`src/design/cl_core_macros.svh`:
```
//--------------------------------------------------------------------
// Custom-logic core constants
// ID words, register map, LED default pattern and bus widths
//--------------------------------------------------------------------
`ifndef CL_CORE_MACROS_SVH
`define CL_CORE_MACROS_SVH

// Read-only ID words seen by the host
`define CL_ID0 32'hF000_1D0F
`define CL_ID1 32'h1D51_FEDD

// LED pattern when the host has not taken over
`define CL_VLED_DEFAULT 16'hBEEF

// Bus and field widths
`define CL_AXIL_ADDR_W 32
`define CL_AXIL_DATA_W 32
`define CL_VDIP_W 16
`define CL_GLC_W 64
`define CL_REG_OFFS_W 8

// Management register map, byte offsets
`define REG_ID0 8'h00
`define REG_ID1 8'h04
`define REG_VDIP 8'h08
`define REG_CTRL 8'h0C
`define REG_GLC_LO 8'h10
`define REG_GLC_HI 8'h14
`define REG_SCRATCH 8'h18

// AXI response codes
`define RESP_OKAY 2'd0
`define RESP_SLVERR 2'd2

`endif

```
`src/design/cl_core_pkg.sv`:
```
//--------------------------------------------------------------------
// Custom-logic core types
// AXI-Lite request and response, re-timed status and control word
//--------------------------------------------------------------------
`include "cl_core_macros.svh"

package cl_core_pkg;

  //--------------------------------------------------------------------
  // AXI-Lite management port
  //--------------------------------------------------------------------

  // Host to card
  typedef struct packed {
    logic                       aw_valid;
    logic [`CL_AXIL_ADDR_W-1:0] aw_addr;
    logic                       w_valid;
    logic [`CL_AXIL_DATA_W-1:0] w_data;
    logic                       b_ready;
    logic                       ar_valid;
    logic [`CL_AXIL_ADDR_W-1:0] ar_addr;
    logic                       r_ready;
  } axil_req_t;

  // Card to host
  typedef struct packed {
    logic                       aw_ready;
    logic                       w_ready;
    logic                       b_valid;
    logic [1:0]                 b_resp;
    logic                       ar_ready;
    logic                       r_valid;
    logic [`CL_AXIL_DATA_W-1:0] r_data;
    logic [1:0]                 r_resp;
  } axil_rsp_t;

  //--------------------------------------------------------------------
  // Shell state and control
  //--------------------------------------------------------------------

  // Shell inputs after re-timing
  typedef struct packed {
    logic [`CL_VDIP_W-1:0] vdip;
    logic [`CL_GLC_W-1:0]  glcount;
  } cl_status_t;

  // Control word fields, MSB first
  // Bit 31 is vled_src, bits 15:0 are vled_val
  typedef struct packed {
    logic        vled_src;
    logic [14:0] rsvd;
    logic [15:0] vled_val;
  } cl_ctrl_fields_t;

  // Slave keeps the raw word, status block decodes the fields
  typedef union packed {
    logic [`CL_AXIL_DATA_W-1:0] raw;
    cl_ctrl_fields_t            fields;
  } cl_ctrl_u;

endpackage

```
`src/design/cl_rst_sync.sv`:
```
//--------------------------------------------------------------------
// Reset synchronizer for the main clock domain
//--------------------------------------------------------------------
`timescale 1ns/1ps

module cl_rst_sync (
  input  logic clk_main_a0,
  input  logic rst_main_n_i,
  output logic rst_main_n_sync_o
);

  // Two-stage chain
  logic pre_sync_q;
  logic sync_q;

  // Assert at once, release after two clean edges
  always_ff @(posedge clk_main_a0 or negedge rst_main_n_i) begin
    if (!rst_main_n_i) begin
      pre_sync_q <= 1'b0;
      sync_q     <= 1'b0;
    end else begin
      pre_sync_q <= 1'b1;
      sync_q     <= pre_sync_q;
    end
  end

  assign rst_main_n_sync_o = sync_q;

  // Release only after the shell reset was high for two edges
  a_rst_release: assert property (@(posedge clk_main_a0)
    $rose(rst_main_n_sync_o) |-> rst_main_n_i && $past(rst_main_n_i));

endmodule

```
`src/design/cl_status_regs.sv`:
```
//--------------------------------------------------------------------
// Shell status re-timing and virtual LED driver
// Syncs DIP switches, flops the global counter, registers the LEDs
//--------------------------------------------------------------------
`timescale 1ns/1ps
`include "cl_core_macros.svh"

module cl_status_regs
  import cl_core_pkg::*;
(
  input  logic                  clk_main_a0,
  input  logic                  rst_main_n_sync,
  input  logic [`CL_VDIP_W-1:0] vdip_i,
  input  logic [`CL_GLC_W-1:0]  glcount_i,
  input  cl_ctrl_u              ctrl_i,
  output cl_status_t            status_o,
  output logic [15:0]           vled_o
);

  //--------------------------------------------------------------------
  // Virtual DIP switches
  //--------------------------------------------------------------------

  // Double flop, shell drives these asynchronously
  logic [`CL_VDIP_W-1:0] vdip_q;
  logic [`CL_VDIP_W-1:0] vdip_q2;

  always_ff @(posedge clk_main_a0) begin
    if (!rst_main_n_sync) begin
      vdip_q  <= '0;
      vdip_q2 <= '0;
    end else begin
      vdip_q  <= vdip_i;
      vdip_q2 <= vdip_q;
    end
  end

  //--------------------------------------------------------------------
  // Global counter
  //--------------------------------------------------------------------

  // Single flop for timing
  logic [`CL_GLC_W-1:0] glcount_q;

  always_ff @(posedge clk_main_a0) begin
    if (!rst_main_n_sync) begin
      glcount_q <= '0;
    end else begin
      glcount_q <= glcount_i;
    end
  end

  // Pack re-timed values for the register slave
  assign status_o.vdip    = vdip_q2;
  assign status_o.glcount = glcount_q;

  //--------------------------------------------------------------------
  // Virtual LEDs
  //--------------------------------------------------------------------

  logic [15:0] vled_nxt;
  logic [15:0] vled_q;

  // Host value only when vled_src is set
  always_comb begin
    if (ctrl_i.fields.vled_src) begin
      vled_nxt = ctrl_i.fields.vled_val;
    end else begin
      vled_nxt = `CL_VLED_DEFAULT;
    end
  end

  // Default pattern straight out of reset
  always_ff @(posedge clk_main_a0) begin
    if (!rst_main_n_sync) begin
      vled_q <= `CL_VLED_DEFAULT;
    end else begin
      vled_q <= vled_nxt;
    end
  end

  assign vled_o = vled_q;

  // Cleared vled_src gives the default pattern one cycle later
  a_vled_default: assert property (@(posedge clk_main_a0) disable iff (!rst_main_n_sync)
    !ctrl_i.fields.vled_src |=> vled_o == `CL_VLED_DEFAULT);

endmodule

```
`src/design/cl_ocl_slave.sv`:
```
//--------------------------------------------------------------------
// AXI-Lite management register slave
// ID, DIP, control, counter and scratch registers with one-deep channels
//--------------------------------------------------------------------
`timescale 1ns/1ps
`include "cl_core_macros.svh"

module cl_ocl_slave
  import cl_core_pkg::*;
(
  input  logic                       clk_main_a0,
  input  logic                       rst_main_n_sync,
  input  axil_req_t                  req_i,
  output axil_rsp_t                  rsp_o,
  input  cl_status_t                 status_i,
  output cl_ctrl_u                   ctrl_o,
  output logic [`CL_AXIL_DATA_W-1:0] scratch_o
);

  // Register offsets from the low address bits
  logic [`CL_REG_OFFS_W-1:0] wr_offs;
  logic [`CL_REG_OFFS_W-1:0] rd_offs;

  assign wr_offs = req_i.aw_addr[`CL_REG_OFFS_W-1:0];
  assign rd_offs = req_i.ar_addr[`CL_REG_OFFS_W-1:0];

  //--------------------------------------------------------------------
  // Write channel
  //--------------------------------------------------------------------

  logic       wr_ack_q;
  logic       wr_fire;
  logic       wr_hit;
  logic       b_valid_q;
  logic [1:0] b_resp_q;

  // Handshake edge is the cycle with both readies up
  assign wr_fire = wr_ack_q && req_i.aw_valid && req_i.w_valid;

  // Only control and scratch are writable
  assign wr_hit = (wr_offs == `REG_CTRL) || (wr_offs == `REG_SCRATCH);

  always_ff @(posedge clk_main_a0) begin
    if (!rst_main_n_sync) begin
      wr_ack_q  <= 1'b0;
      b_valid_q <= 1'b0;
    end else begin
      // One-cycle ready pulse, blocked while a response is pending
      wr_ack_q <= req_i.aw_valid && req_i.w_valid && !wr_ack_q && !b_valid_q;
      if (wr_fire) begin
        b_valid_q <= 1'b1;
      end else if (req_i.b_ready) begin
        b_valid_q <= 1'b0;
      end
    end
  end

  // Response code latched at the handshake
  always_ff @(posedge clk_main_a0) begin
    if (wr_fire) begin
      b_resp_q <= wr_hit ? `RESP_OKAY : `RESP_SLVERR;
    end
  end

  //--------------------------------------------------------------------
  // Control and scratch registers
  //--------------------------------------------------------------------

  cl_ctrl_u                   ctrl_q;
  logic [`CL_AXIL_DATA_W-1:0] scratch_q;

  always_ff @(posedge clk_main_a0) begin
    if (!rst_main_n_sync) begin
      ctrl_q.raw <= '0;
      scratch_q  <= '0;
    end else if (wr_fire) begin
      if (wr_offs == `REG_CTRL) begin
        ctrl_q.raw <= req_i.w_data;
      end
      if (wr_offs == `REG_SCRATCH) begin
        scratch_q <= req_i.w_data;
      end
    end
  end

  assign ctrl_o    = ctrl_q;
  assign scratch_o = scratch_q;

  //--------------------------------------------------------------------
  // Read channel
  //--------------------------------------------------------------------

  logic                       rd_ack_q;
  logic                       rd_fire;
  logic                       r_valid_q;
  logic [`CL_AXIL_DATA_W-1:0] r_data_q;
  logic [1:0]                 r_resp_q;
  logic [`CL_AXIL_DATA_W-1:0] rd_data;
  logic [1:0]                 rd_resp;
  logic [`CL_AXIL_DATA_W-1:0] glc_hi_q;

  assign rd_fire = rd_ack_q && req_i.ar_valid;

  // Read mux
  always_comb begin
    rd_data = '0;
    rd_resp = `RESP_OKAY;
    case (rd_offs)
      `REG_ID0:     rd_data = `CL_ID0;
      `REG_ID1:     rd_data = `CL_ID1;
      `REG_VDIP:    rd_data = {{(`CL_AXIL_DATA_W-`CL_VDIP_W){1'b0}}, status_i.vdip};
      `REG_CTRL:    rd_data = ctrl_q.raw;
      `REG_GLC_LO:  rd_data = status_i.glcount[31:0];
      `REG_GLC_HI:  rd_data = glc_hi_q;
      `REG_SCRATCH: rd_data = scratch_q;
      default:      rd_resp = `RESP_SLVERR;
    endcase
  end

  always_ff @(posedge clk_main_a0) begin
    if (!rst_main_n_sync) begin
      rd_ack_q  <= 1'b0;
      r_valid_q <= 1'b0;
      glc_hi_q  <= '0;
    end else begin
      rd_ack_q <= req_i.ar_valid && !rd_ack_q && !r_valid_q;
      if (rd_fire) begin
        r_valid_q <= 1'b1;
      end else if (req_i.r_ready) begin
        r_valid_q <= 1'b0;
      end
      // Low-half read freezes the high half for a coherent 64-bit value
      if (rd_fire && (rd_offs == `REG_GLC_LO)) begin
        glc_hi_q <= status_i.glcount[63:32];
      end
    end
  end

  // Read payload, held until the host takes it
  always_ff @(posedge clk_main_a0) begin
    if (rd_fire) begin
      r_data_q <= rd_data;
      r_resp_q <= rd_resp;
    end
  end

  //--------------------------------------------------------------------
  // Response outputs
  //--------------------------------------------------------------------

  assign rsp_o.aw_ready = wr_ack_q;
  assign rsp_o.w_ready  = wr_ack_q;
  assign rsp_o.b_valid  = b_valid_q;
  assign rsp_o.b_resp   = b_resp_q;
  assign rsp_o.ar_ready = rd_ack_q;
  assign rsp_o.r_valid  = r_valid_q;
  assign rsp_o.r_data   = r_data_q;
  assign rsp_o.r_resp   = r_resp_q;

  // Write response waits for the host
  a_b_hold: assert property (@(posedge clk_main_a0) disable iff (!rst_main_n_sync)
    rsp_o.b_valid && !req_i.b_ready |=> rsp_o.b_valid);

  // Read data frozen under back-pressure
  a_r_stable: assert property (@(posedge clk_main_a0) disable iff (!rst_main_n_sync)
    rsp_o.r_valid && !req_i.r_ready |=> rsp_o.r_valid && $stable(rsp_o.r_data));

endmodule

```
`src/design/cl_core_top.sv`:
```
//--------------------------------------------------------------------
// Custom-logic core top
// Reset sync, shell status re-timing and the management register slave
//--------------------------------------------------------------------
`timescale 1ns/1ps
`include "cl_core_macros.svh"

module cl_core_top
  import cl_core_pkg::*;
(
  input  logic                       clk_main_a0,
  input  logic                       rst_main_n_i,
  // Host management port
  input  axil_req_t                  ocl_req_i,
  output axil_rsp_t                  ocl_rsp_o,
  // Shell status
  input  logic [`CL_VDIP_W-1:0]      vdip_i,
  input  logic [`CL_GLC_W-1:0]       glcount_i,
  output logic [15:0]                vled_o,
  output logic [`CL_AXIL_DATA_W-1:0] status0_o,
  output logic [`CL_AXIL_DATA_W-1:0] status1_o
);

  //--------------------------------------------------------------------
  // Internal signals
  //--------------------------------------------------------------------

  logic                       rst_main_n_sync;
  cl_status_t                 status;
  cl_ctrl_u                   ctrl;
  logic [`CL_AXIL_DATA_W-1:0] scratch;

  //--------------------------------------------------------------------
  // Reset
  //--------------------------------------------------------------------

  cl_rst_sync u_rst_sync (
    .clk_main_a0       (clk_main_a0),
    .rst_main_n_i      (rst_main_n_i),
    .rst_main_n_sync_o (rst_main_n_sync)
  );

  //--------------------------------------------------------------------
  // Shell status and LEDs
  //--------------------------------------------------------------------

  cl_status_regs u_status_regs (
    .clk_main_a0     (clk_main_a0),
    .rst_main_n_sync (rst_main_n_sync),
    .vdip_i          (vdip_i),
    .glcount_i       (glcount_i),
    .ctrl_i          (ctrl),
    .status_o        (status),
    .vled_o          (vled_o)
  );

  //--------------------------------------------------------------------
  // Management register slave
  //--------------------------------------------------------------------

  cl_ocl_slave u_ocl_slave (
    .clk_main_a0     (clk_main_a0),
    .rst_main_n_sync (rst_main_n_sync),
    .req_i           (ocl_req_i),
    .rsp_o           (ocl_rsp_o),
    .status_i        (status),
    .ctrl_o          (ctrl),
    .scratch_o       (scratch)
  );

  // Shell status words mirror control and scratch
  assign status0_o = ctrl.raw;
  assign status1_o = scratch;

endmodule

```
`config.mk`:
```
export PLATFORM = sky130hd
export DESIGN_NAME = cl_core_top
export DESIGN_NICKNAME = d
export VERILOG_FILES = /design/src/design/cl_core_pkg.sv /design/src/design/cl_rst_sync.sv /design/src/design/cl_status_regs.sv /design/src/design/cl_ocl_slave.sv /design/src/design/cl_core_top.sv
export VERILOG_INCLUDE_DIRS = /design/src /design/src/design
export SDC_FILE = /design/constraint.sdc
export NUM_CORES = 1
export LEC_CHECK = 0
export ABC_AREA = 1
export BUFFER_PORTS_ARGS = -buffer_cell sky130_fd_sc_hd__buf_4
export CORE_ASPECT_RATIO = 1.2
export CORE_UTILIZATION = 50
export DETAILED_ROUTE_END_ITERATION = 7
export PLACE_DENSITY = 0.88
export SETUP_SLACK_MARGIN = 0.4
export SYNTH_ARGS = -nofsm -noshare
export SYNTH_HDL_FRONTEND = slang
export SYNTH_HIERARCHICAL = 1
export SYNTH_SLANG_ARGS = --single-unit
```
`constraint.sdc`:
```
create_clock -name clk_main_a0 -period 1.9 [get_ports clk_main_a0]
set_clock_uncertainty 0.1 [all_clocks]
set_input_delay 0.38 -clock clk_main_a0 [delete_from_list [all_inputs] [get_ports clk_main_a0]]
set_output_delay 0.38 -clock clk_main_a0 [all_outputs]
set_load 0.05 [all_outputs]
```
==> flow_summary.toml <==
[routing]
route.detailed.drc = 2
drtIter0Drc = 1370
vias = 11300
avgViaCountPerCell = 5.44
drt_wl_total_mm = 42.6
post_drt_wl_per_cell_microns = 20.4
first_pass_iters = 8
ant_nets = 0

[status]
status = "finished with violations"
violations = "design-rule violations, negative setup slack"

[yosys]
yosysTopAreaCell = "dfxtp_1"
yosys.area_share.simple = 0.312
syn_avg_cell_area_sq_um = 7.38
synth-compound-area-share = 0.0200
synthAdderAreaFrac = 0
ys_warn_count = 6
synthCells = 1408
synth_top_family_by_area = "simple AND/OR/NAND/NOR gates"
synth_top_area_frac = 0.409
synth_xor_area_frac = 0
syn_area_sq_um = 10400
ys_ff_latch = 248
ys_top_cells_by_area = "dfxtp_1, nand2_1, inv_1, edfxtp_1, nand3_1"
synthMuxAreaShare = 0
ys_types = 29
seq_area_frac_synth = 0.512

[pwr]
power.share.clock = 0.445
power.density_nw_per_um2 = 717
peakVddDrop_v = 0.000739
p_comb_frac = 0.084
power.leakage_nw = 8.04
pwr-share-seq = 0.471
internal_power_mw = 8.80
net-switching-power_mw = 2.68
swShare = 0.234

[global_route]
grt_use_total = 0.362
grt_start_max_net_pins = 80
grt_pass1_wl_mm = 59.5
top_usage_layer = "met2"
met1_usage = 0.383
grt_pass1_vias = 11100
grt.overflow.total = 0
grt_use_met3 = 0.0717
antenna_found_initial = 1
met2_usage = 0.641

[timing]
slew_violations = 0
fin_setup_tns_ns = -0.0659
period_needed_ns = 1.97
rsz0062_at_grt = "yes"
hold_viol = 0
max_freq_mhz = 509
setup_viol = 1
setup_ws_ns = -0.0659
period_share = 1.03

[clock_network]
htreeDepth = 1
clock_tree.buffer_depth = 3
cts_tree = "done"
clkSinkCount = 248
clkLatencyLatePin_ns = 0.53
numCtsBuffers = 25
cts_root_buf = "clkbuf_16"
cts.clk_slew.worst_paths_ns = 0.06

[finish]
final_common_cell = "nand2_1"
design_area_sq_um = 16000
antenna_cells = 0
area_growth_syn_to_layout_pct = 54.2
drive_gt1_frac = 0.296
final_cell_mix = "nand2_1, inv_1, buf_4, nand3_1, nor2_1"
nNetsFinal = 1985
fillers = 1152

[place]
dp_hpwl_mm = 20.9
post_dp_cell_area_sq_um = 12500
portBuffers = 253
gp_congestion = 0.914

[critical_path]
cp_max_fo = 4
r2r_cells = 7
cp_data_arrival_time_ns = 2.25
critPathRequiredTime_ns = 2.19
criticalPathCategory = "flop to flop"
endpoint_kind = "flop"
startpoint_type = "flop"

[run]
cap_violations = 0

[floorplan]
die_w_microns = 134
rows = 57
initial_core_util = 0.511
die_area_sq_um = 21400
pin_count = 304
fp.dieH_microns = 160
core-area_sq_um = 20300

[hold_path]
hold_path_class = "input pin to flop"
holdPathStages = 3
-- flip-flops by register name, indices dropped and copies added (netlist names) --
signal,flops
u_status_regs/vdip_q,16
u_ocl_slave/wr_ack_q,1
u_ocl_slave/rd_ack_q,1
u_ocl_slave/glc_hi_q,32
u_status_regs/vdip_q2,16
u_ocl_slave/r_data_q,32
u_status_regs/vled_o,16
u_status_regs/glcount_q,64
u_ocl_slave/r_valid_q,1
u_rst_sync/rst_main_n_sync_o,1
u_ocl_slave/b_valid_q,1
u_rst_sync/pre_sync_q,1
u_ocl_slave/ctrl_o,32
u_ocl_slave/scratch_o,32
u_ocl_slave/r_resp_q,1
u_ocl_slave/b_resp_q,1
-- worst max-delay path, stage by stage, from the launching register on --
cell and delay, ns:
dfxtp_4 0.37, buf_6 0.11, inv_4 0.03, nor2_4 0.11
buf_6 0.14, clkbuf_16 0.14, nand3_1 0.33, a21oi_2 0.49
-- synthesized netlist by cell type --
| library cell | instances |
|---|---|
| nor4_1 | 1 |
| o21a_1 | 1 |
| inv_2 | 2 |
| inv_1 | 280 |
| nand3_2 | 1 |
| buf_4 | 16 |
| buf_8 | 3 |
| clkinv_1 | 1 |
| nand2_2 | 3 |
| dfxtp_1 | 212 |
| buf_1 | 5 |
| nor2_1 | 152 |
| edfxtp_1 | 34 |
| nor2_4 | 4 |
| buf_2 | 39 |
| buf_6 | 12 |
| nand2_1 | 368 |
| inv_6 | 1 |
| nor2_8 | 2 |
| nand3_1 | 172 |
| nand4_1 | 38 |
| a21oi_1 | 40 |
| nor2_2 | 7 |
| nand2_8 | 1 |
| clkbuf_1 | 7 |
| and2_1 | 1 |
| conb_1 | 2 |
| dfrtp_1 | 2 |
| nor3_1 | 1 |
-- cell families (layout without fill, tap and decap cells) --
group | after synthesis | after routing
AND/OR/NAND/NOR | 751 | 751
AO/OA/AOI/OAI | 41 | 41
flip-flops | 248 | 248
buffers and inverters | 366 | 777
other | 2 | 3
-- metal layers --
layer | vias up | wire length (microns)
met5 | - | 74
met4 | 4 | 3700
met3 | 282 | 4650
met2 | 889 | 20500
met1 | 5150 | 13600
li1 | 5012 | -
-- worst paths after layout --
kind | to | slack (ns) | startpoint
worst max-delay path | u_ocl_slave/ctrl_o[31] | -0.07 | u_ocl_slave/wr_ack_q
worst min-delay path | u_ocl_slave/ctrl_o[27] | 0.03 | ocl_req_i[62]
worst max register to register | u_ocl_slave/ctrl_o[31] | -0.07 | u_ocl_slave/wr_ack_q
worst min register to register | u_rst_sync/rst_main_n_sync_o | 0.27 | u_rst_sync/pre_sync_q
max in group asynchronous | u_rst_sync/rst_main_n_sync_o | 1.53 | rst_main_n_i
min in group asynchronous | u_rst_sync/pre_sync_q | 0.06 | rst_main_n_i
-- timing repair --
item	in CTS	in global routing
gates resized for setup	295	82
gates cloned	0	9
pin swaps	0	20
hold buffers	80	0
buffers inserted	61	13
endpoints found under the setup margin	114	183
endpoints found under the hold margin	81	0
-- power groups by stage --
stage | Sequential (mW) | Combinational (mW) | Clock [mW]
final | 5.41 | 0.961 | 5.11
after global routing | 5.42 | 1.01 | 5.33
after CTS | 5.41 | 0.863 | 5.07
after detailed placement | 5.59 | 0.709 | 0
after global placement | 5.58 | 0.694 | 0
after floorplan | 5.61 | 0.338 | 0
-- stage by stage --
stage	power, mW	cells	hold slack, ns	worst slack, ns	util
finish	11.5	2085	0.0266	-0.0659	0.788
detailed placement	6.30	1877	0.0641	0.0748	0.614
global route	11.8	2085	0.0219	-0.0304	0.788
CTS	11.3	2063	0.00511	0.249	0.761
global placement	6.28	1877	0.0632	0.111	0.614
floorplan	5.95	1409	-0.0156	0.416	-
-- area by class of cell --
cell class / count / area, sq um / share of cell area
multi-input combinational: 795 / 3580 / 0.224
clock inverter: 7 / 60.1 / 0.00375
tap: 265 / 332 / 0.0207
clock buffer: 38 / 788 / 0.0492
timing repair buffer: 448 / 4640 / 0.290
sequential: 248 / 5540 / 0.346
inverter: 284 / 1080 / 0.0673
No activity file was read; power rests on OpenSTA's default activity.
